<file path="src/verilog/exec_settings.svh">
`ifndef EXEC_SETTINGS_SVH
`define EXEC_SETTINGS_SVH

// data path width
`define EXEC_DATA_W 32

// general register file address width
`define EXEC_REG_ADDR_W 5

// shift amount taken from operand 1
`define EXEC_SHAMT_W 5

// value of HI and LO out of reset
`define EXEC_HILO_RESET 32'h0000_0000

`endif

</file>
<file path="src/verilog/exec_pkg.sv">
`default_nettype none

`include "exec_settings.svh"

package exec_pkg;

	typedef logic [`EXEC_DATA_W-1:0] word_t;
	typedef logic [`EXEC_REG_ADDR_W-1:0] reg_addr_t;

	// sub-operation codes, same 8-bit field as the decode stage
	typedef enum logic [7:0] {
		EXE_NOP_OP   = 8'b0000_0000,
		EXE_AND_OP   = 8'b0010_0100,
		EXE_OR_OP    = 8'b0010_0101,
		EXE_XOR_OP   = 8'b0010_0110,
		EXE_NOR_OP   = 8'b0010_0111,
		EXE_SLL_OP   = 8'b0111_1100,
		EXE_SRL_OP   = 8'b0000_0010,
		EXE_SRA_OP   = 8'b0000_0011,
		EXE_ADD_OP   = 8'b0010_0000,
		EXE_ADDU_OP  = 8'b0010_0001,
		EXE_SUB_OP   = 8'b0010_0010,
		EXE_SUBU_OP  = 8'b0010_0011,
		EXE_SLT_OP   = 8'b0010_1010,
		EXE_SLTU_OP  = 8'b0010_1011,
		EXE_CLZ_OP   = 8'b1011_0000,
		EXE_CLO_OP   = 8'b1011_0001,
		EXE_MUL_OP   = 8'b1010_1001,
		EXE_MULT_OP  = 8'b0001_1000,
		EXE_MULTU_OP = 8'b0001_1001,
		EXE_MFHI_OP  = 8'b0001_0000,
		EXE_MTHI_OP  = 8'b0001_0001,
		EXE_MFLO_OP  = 8'b0001_0010,
		EXE_MTLO_OP  = 8'b0001_0011
	} aluop_t;

	// which unit feeds the write-back word
	typedef enum logic [2:0] {
		EXE_RES_NONE  = 3'b000,
		EXE_RES_LOGIC = 3'b001,
		EXE_RES_SHIFT = 3'b010,
		EXE_RES_MOVE  = 3'b011,
		EXE_RES_ARITH = 3'b100,
		EXE_RES_MUL   = 3'b101
	} alusel_t;

endpackage

`default_nettype wire

</file>
<file path="src/verilog/logic_shift_unit.sv">
`timescale 1ns/1ps
`default_nettype none

`include "exec_settings.svh"

module logic_shift_unit (
	input  exec_pkg::aluop_t aluop_i,
	input  exec_pkg::word_t  reg1_i,
	input  exec_pkg::word_t  reg2_i,
	output exec_pkg::word_t  logic_res_o,
	output exec_pkg::word_t  shift_res_o
);

	import exec_pkg::*;

	// shift amount sits in the low bits of operand 1
	logic [`EXEC_SHAMT_W-1:0] shamt;

	assign shamt = reg1_i[`EXEC_SHAMT_W-1:0];

	always_comb begin
		case (aluop_i)
			EXE_AND_OP: logic_res_o = reg1_i & reg2_i;
			EXE_OR_OP:  logic_res_o = reg1_i | reg2_i;
			EXE_XOR_OP: logic_res_o = reg1_i ^ reg2_i;
			EXE_NOR_OP: logic_res_o = ~(reg1_i | reg2_i);
			default:    logic_res_o = '0;
		endcase
	end

	// operand 2 is the value being shifted
	always_comb begin
		case (aluop_i)
			EXE_SLL_OP: shift_res_o = reg2_i << shamt;
			EXE_SRL_OP: shift_res_o = reg2_i >> shamt;
			EXE_SRA_OP: shift_res_o = word_t'($signed(reg2_i) >>> shamt);
			default:    shift_res_o = '0;
		endcase
	end

endmodule

`default_nettype wire

</file>
<file path="src/verilog/arith_unit.sv">
`timescale 1ns/1ps
`default_nettype none

`include "exec_settings.svh"

module arith_unit (
	input  exec_pkg::aluop_t aluop_i,
	input  exec_pkg::word_t  reg1_i,
	input  exec_pkg::word_t  reg2_i,
	output exec_pkg::word_t  arith_res_o,
	output logic             overflow_o
);

	import exec_pkg::*;

	localparam int MSB   = `EXEC_DATA_W - 1;
	localparam int CNT_W = $clog2(`EXEC_DATA_W + 1);

	word_t            sum;
	word_t            diff;
	logic             add_ovf;
	logic             sub_ovf;
	logic [CNT_W-1:0] clz_cnt;
	logic [CNT_W-1:0] clo_cnt;

	// priority encoder, first set bit from the top
	function automatic logic [CNT_W-1:0] lead_zero_cnt(input word_t v);
		logic [CNT_W-1:0] cnt;
		logic             found;
		cnt   = CNT_W'(`EXEC_DATA_W);
		found = 1'b0;
		for (int i = MSB; i >= 0; i--) begin
			if (!found && v[i]) begin
				cnt   = CNT_W'(MSB - i);
				found = 1'b1;
			end
		end
		return cnt;
	endfunction

	assign sum  = reg1_i + reg2_i;
	assign diff = reg1_i - reg2_i;

	// same operand signs but result sign flipped
	assign add_ovf = (reg1_i[MSB] == reg2_i[MSB]) && (sum[MSB] != reg1_i[MSB]);
	// subtract negates operand 2, so its sign counts inverted
	assign sub_ovf = (reg1_i[MSB] == ~reg2_i[MSB]) && (diff[MSB] != reg1_i[MSB]);

	// leading ones are leading zeros of the complement
	assign clz_cnt = lead_zero_cnt(reg1_i);
	assign clo_cnt = lead_zero_cnt(~reg1_i);

	always_comb begin
		case (aluop_i)
			EXE_ADD_OP:  overflow_o = add_ovf;
			EXE_SUB_OP:  overflow_o = sub_ovf;
			default:     overflow_o = 1'b0;
		endcase
	end

	always_comb begin
		case (aluop_i)
			EXE_ADD_OP, EXE_ADDU_OP: arith_res_o = sum;
			EXE_SUB_OP, EXE_SUBU_OP: arith_res_o = diff;
			EXE_SLT_OP:  arith_res_o = word_t'($signed(reg1_i) < $signed(reg2_i));
			EXE_SLTU_OP: arith_res_o = word_t'(reg1_i < reg2_i);
			EXE_CLZ_OP:  arith_res_o = word_t'(clz_cnt);
			EXE_CLO_OP:  arith_res_o = word_t'(clo_cnt);
			default:     arith_res_o = '0;
		endcase
	end

endmodule

`default_nettype wire

</file>
<file path="src/verilog/mult_unit.sv">
`timescale 1ns/1ps
`default_nettype none

`include "exec_settings.svh"

module mult_unit (
	input  exec_pkg::aluop_t aluop_i,
	input  exec_pkg::word_t  reg1_i,
	input  exec_pkg::word_t  reg2_i,
	output exec_pkg::word_t  prod_hi_o,
	output exec_pkg::word_t  prod_lo_o
);

	import exec_pkg::*;

	localparam int MSB    = `EXEC_DATA_W - 1;
	localparam int PROD_W = 2 * `EXEC_DATA_W + 2;

	logic                     is_signed;
	logic signed [`EXEC_DATA_W:0] op_a;
	logic signed [`EXEC_DATA_W:0] op_b;
	logic signed [PROD_W-1:0] prod;

	// one signed multiplier with a zero extension bit for unsigned
	assign is_signed = (aluop_i != EXE_MULTU_OP);
	assign op_a      = {is_signed & reg1_i[MSB], reg1_i};
	assign op_b      = {is_signed & reg2_i[MSB], reg2_i};
	assign prod      = PROD_W'(op_a) * PROD_W'(op_b);

	assign prod_hi_o = prod[2*`EXEC_DATA_W-1:`EXEC_DATA_W];
	assign prod_lo_o = prod[MSB:0];

endmodule

`default_nettype wire

</file>
<file path="src/verilog/hilo_file.sv">
`timescale 1ns/1ps
`default_nettype none

`include "exec_settings.svh"

module hilo_file (
	input  logic            clk,
	input  logic            arst_n_i,
	input  logic            pend_we_i,
	input  exec_pkg::word_t pend_hi_i,
	input  exec_pkg::word_t pend_lo_i,
	output exec_pkg::word_t hi_o,
	output exec_pkg::word_t lo_o
);

	import exec_pkg::*;

	word_t hi_q;
	word_t lo_q;

	// committed values, loaded from the EX/MEM register
	always_ff @(posedge clk or negedge arst_n_i) begin
		if (!arst_n_i) begin
			hi_q <= `EXEC_HILO_RESET;
			lo_q <= `EXEC_HILO_RESET;
		end else if (pend_we_i) begin
			hi_q <= pend_hi_i;
			lo_q <= pend_lo_i;
		end
	end

	// forward the write still sitting in EX/MEM
	always_comb begin
		if (pend_we_i) begin
			hi_o = pend_hi_i;
			lo_o = pend_lo_i;
		end else begin
			hi_o = hi_q;
			lo_o = lo_q;
		end
	end

endmodule

`default_nettype wire

</file>
<file path="src/verilog/ex_stage.sv">
`timescale 1ns/1ps
`default_nettype none

module ex_stage (
	input  logic               clk,
	input  logic               arst_n_i,
	input  logic               valid_i,
	input  exec_pkg::aluop_t   aluop_i,
	input  exec_pkg::word_t    reg1_i,
	input  exec_pkg::word_t    reg2_i,
	input  exec_pkg::reg_addr_t wd_i,
	input  logic               wreg_i,
	output logic               valid_o,
	output logic               wreg_o,
	output logic               whilo_o,
	output exec_pkg::reg_addr_t wd_o,
	output exec_pkg::word_t    wdata_o,
	output exec_pkg::word_t    hi_o,
	output exec_pkg::word_t    lo_o
);

	import exec_pkg::*;

	alusel_t alusel;
	word_t   logic_res;
	word_t   shift_res;
	word_t   arith_res;
	word_t   prod_hi;
	word_t   prod_lo;
	word_t   hi_fwd;
	word_t   lo_fwd;
	logic    overflow;
	word_t   wdata_d;
	logic    whilo_d;
	word_t   hi_d;
	word_t   lo_d;

	logic_shift_unit u_logic_shift (
		.aluop_i     (aluop_i),
		.reg1_i      (reg1_i),
		.reg2_i      (reg2_i),
		.logic_res_o (logic_res),
		.shift_res_o (shift_res)
	);

	arith_unit u_arith (
		.aluop_i     (aluop_i),
		.reg1_i      (reg1_i),
		.reg2_i      (reg2_i),
		.arith_res_o (arith_res),
		.overflow_o  (overflow)
	);

	mult_unit u_mult (
		.aluop_i   (aluop_i),
		.reg1_i    (reg1_i),
		.reg2_i    (reg2_i),
		.prod_hi_o (prod_hi),
		.prod_lo_o (prod_lo)
	);

	// pending write is whatever EX/MEM holds right now
	hilo_file u_hilo (
		.clk       (clk),
		.arst_n_i  (arst_n_i),
		.pend_we_i (whilo_o),
		.pend_hi_i (hi_o),
		.pend_lo_i (lo_o),
		.hi_o      (hi_fwd),
		.lo_o      (lo_fwd)
	);

	// result group from the op code
	always_comb begin
		case (aluop_i)
			EXE_AND_OP, EXE_OR_OP, EXE_XOR_OP, EXE_NOR_OP: alusel = EXE_RES_LOGIC;
			EXE_SLL_OP, EXE_SRL_OP, EXE_SRA_OP:            alusel = EXE_RES_SHIFT;
			EXE_MFHI_OP, EXE_MFLO_OP:                      alusel = EXE_RES_MOVE;
			EXE_ADD_OP, EXE_ADDU_OP, EXE_SUB_OP, EXE_SUBU_OP,
			EXE_SLT_OP, EXE_SLTU_OP, EXE_CLZ_OP, EXE_CLO_OP: alusel = EXE_RES_ARITH;
			EXE_MUL_OP:                                    alusel = EXE_RES_MUL;
			default:                                       alusel = EXE_RES_NONE;
		endcase
	end

	always_comb begin
		case (alusel)
			EXE_RES_LOGIC: wdata_d = logic_res;
			EXE_RES_SHIFT: wdata_d = shift_res;
			EXE_RES_MOVE:  wdata_d = (aluop_i == EXE_MFHI_OP) ? hi_fwd : lo_fwd;
			EXE_RES_ARITH: wdata_d = arith_res;
			EXE_RES_MUL:   wdata_d = prod_lo;
			default:       wdata_d = '0;
		endcase
	end

	// HI/LO write; a move keeps the other half as forwarded
	always_comb begin
		whilo_d = 1'b1;
		hi_d    = hi_fwd;
		lo_d    = lo_fwd;
		case (aluop_i)
			EXE_MULT_OP, EXE_MULTU_OP: begin
				hi_d = prod_hi;
				lo_d = prod_lo;
			end
			EXE_MTHI_OP: hi_d = reg1_i;
			EXE_MTLO_OP: lo_d = reg1_i;
			default:     whilo_d = 1'b0;
		endcase
	end

	// EX/MEM control bits
	always_ff @(posedge clk or negedge arst_n_i) begin
		if (!arst_n_i) begin
			valid_o <= 1'b0;
			wreg_o  <= 1'b0;
			whilo_o <= 1'b0;
		end else begin
			valid_o <= valid_i;
			wreg_o  <= valid_i & wreg_i & ~overflow;
			whilo_o <= valid_i & whilo_d;
		end
	end

	// EX/MEM payload
	always_ff @(posedge clk) begin
		wd_o    <= wd_i;
		wdata_o <= wdata_d;
		hi_o    <= hi_d;
		lo_o    <= lo_d;
	end

endmodule

`default_nettype wire

</file>
<file path="config.mk">
export PLATFORM = sky130hd
export DESIGN_NAME = ex_stage
export DESIGN_NICKNAME = d
export VERILOG_FILES = /design/src/verilog/exec_pkg.sv /design/src/verilog/logic_shift_unit.sv /design/src/verilog/arith_unit.sv /design/src/verilog/mult_unit.sv /design/src/verilog/hilo_file.sv /design/src/verilog/ex_stage.sv
export VERILOG_INCLUDE_DIRS = /design/src /design/src/verilog
export SDC_FILE = /design/constraint.sdc
export NUM_CORES = 2
export LEC_CHECK = 0
export BUFFER_PORTS_ARGS = -buffer_cell sky130_fd_sc_hd__buf_4
export CORE_AREA = 2 2 346 348
export CTS_CLUSTER_DIAMETER = 30
export CTS_CLUSTER_SIZE = 25
export DETAILED_ROUTE_END_ITERATION = 12
export DIE_AREA = 0 0 348 350
export GPL_ROUTABILITY_DRIVEN = 0
export SETUP_SLACK_MARGIN = 0.3
export SYNTH_ARGS = -nofsm -noshare
export SYNTH_HDL_FRONTEND = slang
export SYNTH_SLANG_ARGS = --single-unit
</file>
<file path="constraint.sdc">
create_clock -name clk -period 4.7 [get_ports clk]
set_clock_uncertainty 0.1 [all_clocks]
set_input_delay 0.47 -clock clk [delete_from_list [all_inputs] [get_ports clk]]
set_output_delay 0.47 -clock clk [all_outputs]
set_load 0.1 [all_outputs]
</file>
# Word-level counts from Yosys, hierarchy flattened
# Cells that the tools add are included.
# Widths: inputs -> output; s select.
# word_totals
ff_bits,168
input_bits,81
output_inout_bits,104
# classes
add_sub_neg,2
multipliers,1
n_lt_le_gt_ge,2
n_eq_ne,32
shifts,3
mux,138
bitwise,12
reduce_logical,134
# op_table
op,n
$mux 6,64
$pmux 32 s6,1
$pmux 32 s5,1
$pmux 32 s2,2
$pmux 32 s4,1
$mux 32,3
$pmux 32 s3,1
$eq 8x6->1 const B,10
$logic_and 1x1->1,64
$lt 32x32->1,2
$mul 33x33->64,1
$not 32->32,2
$mux 1,63
$logic_not 1->1,62
$eq 8x5->1 const B,6
$add 32x32->32,1
$and 32x32->32,1
$or 32x32->32,1
$shl 32x5->32,1
$shr 32x5->32,1
$sshr 32x5->32,1
$sub 32x32->32,1
$xor 32x32->32,1
$eq 8x8->1 const B,3
other kinds (16),30

# Longest topological paths before layout
# depth
ltp_word,97
mapped_depth,34

# Hierarchy
# A second synthesis with hierarchy kept.
# hier_totals
cells_unflattened,6368
area_unflattened_um2,56636.8
# modules_own_cells
module,instances,cells_per_inst,area_per_inst_um2
mult_unit,1,4203,37968.9
logic_shift_unit,1,842,6806.5
ex_stage,1,498,4828.4
arith_unit,1,690,4354.2
hilo_file,1,135,2678.8

# Worst setup path before layout
# No wires, ideal clock.
# synth_path
path_kind,input to register
start,input aluop_i[2]
end,register hi_o[27]
setup_time_ns,0.136
arrival_ns,8.531
setup_slack_ns,-4.067
cell_stages,31
path_buffers,2
path_cell_list,clkbuf_1 > nor4_1 > nand3_1 > or2_2 > and2_1 > clkbuf_1 > nand2_1 > inv_1 > fa_1 > inv_1 > fa_1 > fa_1 > fa_1 > fa_1 > inv_1 > fa_1 > inv_1 > fa_1 > fa_1 > inv_1 > ha_1 > a21oi_1 > o21ai_0 > o41ai_1 > o21ai_0 > and4_1 > o221a_2 > o41ai_4 > o21ai_2 > xnor2_1 > o221ai_1
# synth_via
elab_chain_len,4
word_cells_on_any_way,9
cone_classes,mul (1); eq/ne (4); mux (1); bitwise (2); reduce/logical (1)
# synth_lines
item,line,rtl
"start, declared",ex_stage.sv:8,"input exec_pkg::aluop_t aluop_i,"
$ne 8x5->1,mult_unit.sv:25,assign is_signed = (aluop_i != EXE_MULTU_OP);
"$and 1x1->1, on equally long branches","mult_unit.sv:26, mult_unit.sv:27",
$mul 33x33->64,mult_unit.sv:28,assign prod = PROD_W'(op_a) * PROD_W'(op_b);
$pmux 32 s2 *,ex_stage.sv:102,case (aluop_i)
via hi_d[27],ex_stage.sv:35,word_t hi_d;
"end signal, assigned",ex_stage.sv:130,hi_o <= hi_d;
"end, declared",ex_stage.sv:18,"output exec_pkg::word_t hi_o,"
# The timed path passes the listed nets; every way through them passes the cells marked *.

# Worst setup path after layout
# Same ends and word-level chain as after synthesis.

==> results summary <==
The run finished, with violations left. The checks that failed: negative setup slack. The area of the die is between 0.1 and 0.15 sq mm.

The tree is rooted in a sky130_fd_sc_hd__clkbuf_16. The number of CTS-inserted buffers is 17. The area used by sequential logic in the layout came out at around 0.0037 sq mm. The predominant post-synthesis flop cell is sky130_fd_sc_hd__dfxtp_1. The post-route netlist has about a quarter of its cells at a drive strength greater than 1.

The largest single stage delay on the critical path is about 0.62 ns. The number of iterations in the first detailed-routing pass is 13. The pin count of the biggest net entering global routing came out at 76. The width of the die is approximately 350 um. Setup repair after global routing could not meet its margin everywhere. The number of I/O port buffers is 184. The total nets after synthesis is approximately 7.7k. The nature of the critical path startpoint is a primary input.

After detailed routing, the number of vias per cell comes to between 5 and 6. For the worst flop-to-flop path, the logic depth is 8. The layout filler cell count is 10.5k. Across every metal layer, demand over resource in global routing totals a little under two fifths. In this run, the number of DRC markers left after iteration 0 of detailed routing was ~6.1k. The number of placed cells counting well taps is 8396. The number of flops mapped to enable cells by yosys is 0.

The effective utilization at floorplan is roughly 45%. The first global-routing pass estimated 331000 um of wire. The library cell used most frequently in the layout, excluding fill and tap cells, is sky130_fd_sc_hd__inv_1. The most prevalent standard cell on the critical path is sky130_fd_sc_hd__fa_1. Hold repair after CTS inserted 0 buffers. The latest clock arrival within the worst-skew pair is between 0.4 and 0.5 ns. The peak fanout along the critical path came out at 5. The top cell types in the final layout, fill and taps aside, are 1183 x sky130_fd_sc_hd__inv_1, 1080 x sky130_fd_sc_hd__fa_1, 950 x sky130_fd_sc_hd__buf_4. The shortest clock period the worst path allows after layout is between 8 and 9 ns. The required time of the worst setup path is slightly below 5 ns.

The area occupied by multi-input gates is 0.0453 sq mm. The sum of overflow across all layers after global routing came out at 0. The path type of the worst setup path is primary input to register. TritonCTS built the clock tree. The vertical die dimension is approximately 350 um.

The via count of the first global-routing pass is about 51k. The gate count of the mapped netlist is between 6k and 7k. The half-perimeter wire length after placement is ~190000 um. The Yosys step of the flow raised 0 warnings. The number of setup violations in the final report is 85. The post-route non-filler standard cell count came out at between 8k and 9k. The placeable core region came out at 0.118 sq mm. The maximum clock insertion buffer count is 2. The total of max-cap violations came out at 0. For this block, the routed nets add up to 224000 um of wire.

The boundary pin count is between 150 and 200. The number of synthesized register bits came out at 168. Yosys mapped the design onto 96 distinct sky130hd cell types. The via count of the routed design came out at between 40k and 50k. The final hold violation count is 0.

The count of pins over their slew limit is 0. STA classifies the critical path endpoint as a register. The setup slack of the critical path after layout came out at -3.64 ns. The H-tree depth is 4. The number of antenna violations at the first check in global routing is 8. Derived from the worst setup path, the maximum achievable clock frequency is between 0.1 and 0.15 GHz.

The mean instance size in the synthesized netlist is roughly 8.5 sq um. In this run the tightest slew margin relative to its limit is 5.14%. The number of sinks on the clock net is about 170.

After routing, the total negative slack on setup checks comes to -199.39 ns. The total number of placement rows came out at 126. Of the synthesized area, sequential elements account for about 7.0%. The detailed-route wire length per cell came out at between 20 and 30 um. For the pin with the worst max-slew slack, the measured transition is ~1.4 ns. The clock transition at the register clock pins on the worst setup and hold paths after CTS is 0.07 ns. The cell area after synthesis came out at around 0.053 sq mm. The total DRC errors in the routed layout came out at 0. The portion of the clock cycle consumed by the worst path in the final layout came out at 178%. The layout overhead on the synthesized area came out at 26.3%.

For this run, asynchronously set or reset flops after synthesis account for between 30% and 40%. The total number of nets in the final design is 8508. The critical path's slowest cell is sky130_fd_sc_hd__fa_2. The hold path depth came out at 1. Data arrives at the worst endpoint at about 8.5 ns.

The path category of the worst min-delay check is primary input to register. The final antenna-violating net count is 0.
routing by layer:
metal / wire, um / up-vias / global-route usage [%]
met4: 16500 / 16 / 21.6
met3: 25800 / 784 / 10.0
met5: 219 / - / 0.392
met1: 83000 / 24900 / 47.2
li1: - / 20700 / -
met2: 98000 / 3042 / 56.7
kinds of logic after synthesis:
kind of cell	count (synthesis)	share of synthesized area, %
flops	168	7.01
xor+xnor	131	2.17
simple gates	1760	13.8
buf+inv	1696	12.2
mux	186	4.26
compound gates	845	10.5
fa+ha+maj	1435	50.0
critical path: cells and delay by family:
kind | cells | cell delay [ns]
AOI/OAI and AO/OA | 5 | 0.81
buffers and inverters | 8 | 0.95
adders and majority gates | 9 | 4.43
xor gates and xnor gates | 1 | 0.14
and+or+nand+nor | 7 | 1.72
Yosys cell counts (16+ instances only):
| library cell | n | area [sq um] |
|---|---|---|
| sky130_fd_sc_hd__ha_1 | 308 | 3850 |
| sky130_fd_sc_hd__a211oi_1 | 50 | 375 |
| sky130_fd_sc_hd__mux2i_1 | 118 | 1180 |
| sky130_fd_sc_hd__and3_1 | 38 | 238 |
| sky130_fd_sc_hd__nor2b_1 | 19 | 119 |
| sky130_fd_sc_hd__nand4_1 | 21 | 131 |
| sky130_fd_sc_hd__a21oi_1 | 221 | 1110 |
| sky130_fd_sc_hd__dfxtp_1 | 101 | 2020 |
| sky130_fd_sc_hd__xnor2_1 | 87 | 762 |
| sky130_fd_sc_hd__nand3_1 | 34 | 170 |
| sky130_fd_sc_hd__o22ai_1 | 22 | 138 |
| sky130_fd_sc_hd__buf_2 | 27 | 135 |
| sky130_fd_sc_hd__dfrtp_1 | 67 | 1680 |
| sky130_fd_sc_hd__a31oi_1 | 24 | 150 |
| sky130_fd_sc_hd__nand2b_1 | 27 | 169 |
| sky130_fd_sc_hd__mux4_2 | 27 | 608 |
| sky130_fd_sc_hd__nand2_1 | 915 | 3430 |
| sky130_fd_sc_hd__nor4_1 | 16 | 100 |
| sky130_fd_sc_hd__clkbuf_1 | 274 | 1030 |
| sky130_fd_sc_hd__o21ai_0 | 201 | 1010 |
| sky130_fd_sc_hd__mux2_2 | 41 | 462 |
| sky130_fd_sc_hd__o21bai_1 | 18 | 135 |
| sky130_fd_sc_hd__a21o_1 | 42 | 315 |
| sky130_fd_sc_hd__o221ai_1 | 41 | 359 |
| sky130_fd_sc_hd__fa_1 | 1127 | 22600 |
| sky130_fd_sc_hd__a22oi_1 | 46 | 345 |
| sky130_fd_sc_hd__inv_1 | 1277 | 4790 |
| sky130_fd_sc_hd__buf_1 | 106 | 398 |
| sky130_fd_sc_hd__o211ai_1 | 26 | 195 |
| sky130_fd_sc_hd__nor3_1 | 49 | 245 |
| sky130_fd_sc_hd__nor2_1 | 560 | 2100 |
| sky130_fd_sc_hd__xor2_1 | 44 | 385 |
| sky130_fd_sc_hd__or3_1 | 17 | 106 |
through the flow:
step / util (%) / hold WS, ns / worst slack [ns] / area [sq um]
4_1_cts: 55.7 / 0.0117 / -3.49 / 65500
6_report: 56.6 / 0.0242 / -3.64 / 66700
3_5_place_dp: 53.2 / 0.391 / -4.22 / 62600
2_1_floorplan: - / 0.0744 / -3.65 / 54600
5_1_grt: 56.6 / 0.00800 / -3.87 / 66700
3_3_place_gp: 53.2 / 0.387 / -4.18 / 62600
sequential cells by signal, summed over array words and instances, names as in the netlist:
name	count
whilo_o	1
u_hilo.hi_q	32
wdata_o	32
hi_o	32
valid_o	1
u_hilo.lo_q	32
wreg_o	1
lo_o	32
wd_o	5
final cells by class:
cell class,instances,share of cell area (%)
tap,1536,2.88
inverter,1286,7.37
multi-input combinational,4357,67.9
timing repair inverter,1,0.00938
clock buffer,17,0.638
timing repair buffer,1161,15.4
clock inverter,15,0.238
antenna,3,0.0113
sequential,168,5.55
path summary, 6_finish.rpt:
path | from | to | slack, ns
setup / recovery | aluop_i[2] | hi_o[27] | -3.64
hold / removal | wd_i[3] | wd_o[3] | 0.02
setup reg to reg | whilo_o | wdata_o[0] | 1.30
hold reg to reg | u_hilo.lo_q[2] | u_hilo.lo_q[2] | 0.41
max in group asynchronous | arst_n_i | whilo_o | 3.76
min in group asynchronous | arst_n_i | u_hilo.lo_q[3] | 0.05
what timing repair did:
item / CTS / global route
hold endpoints to repair: 0 / 0
cloned: 2 / 1
gates resized for setup: 378 / 189
pin swaps: 216 / 178
endpoints found under the setup margin: 85 / 88
setup buffers: 67 / 43
Power is not shown: default switching activity piles up to over one toggle a cycle in this logic, so the estimate is an artifact.
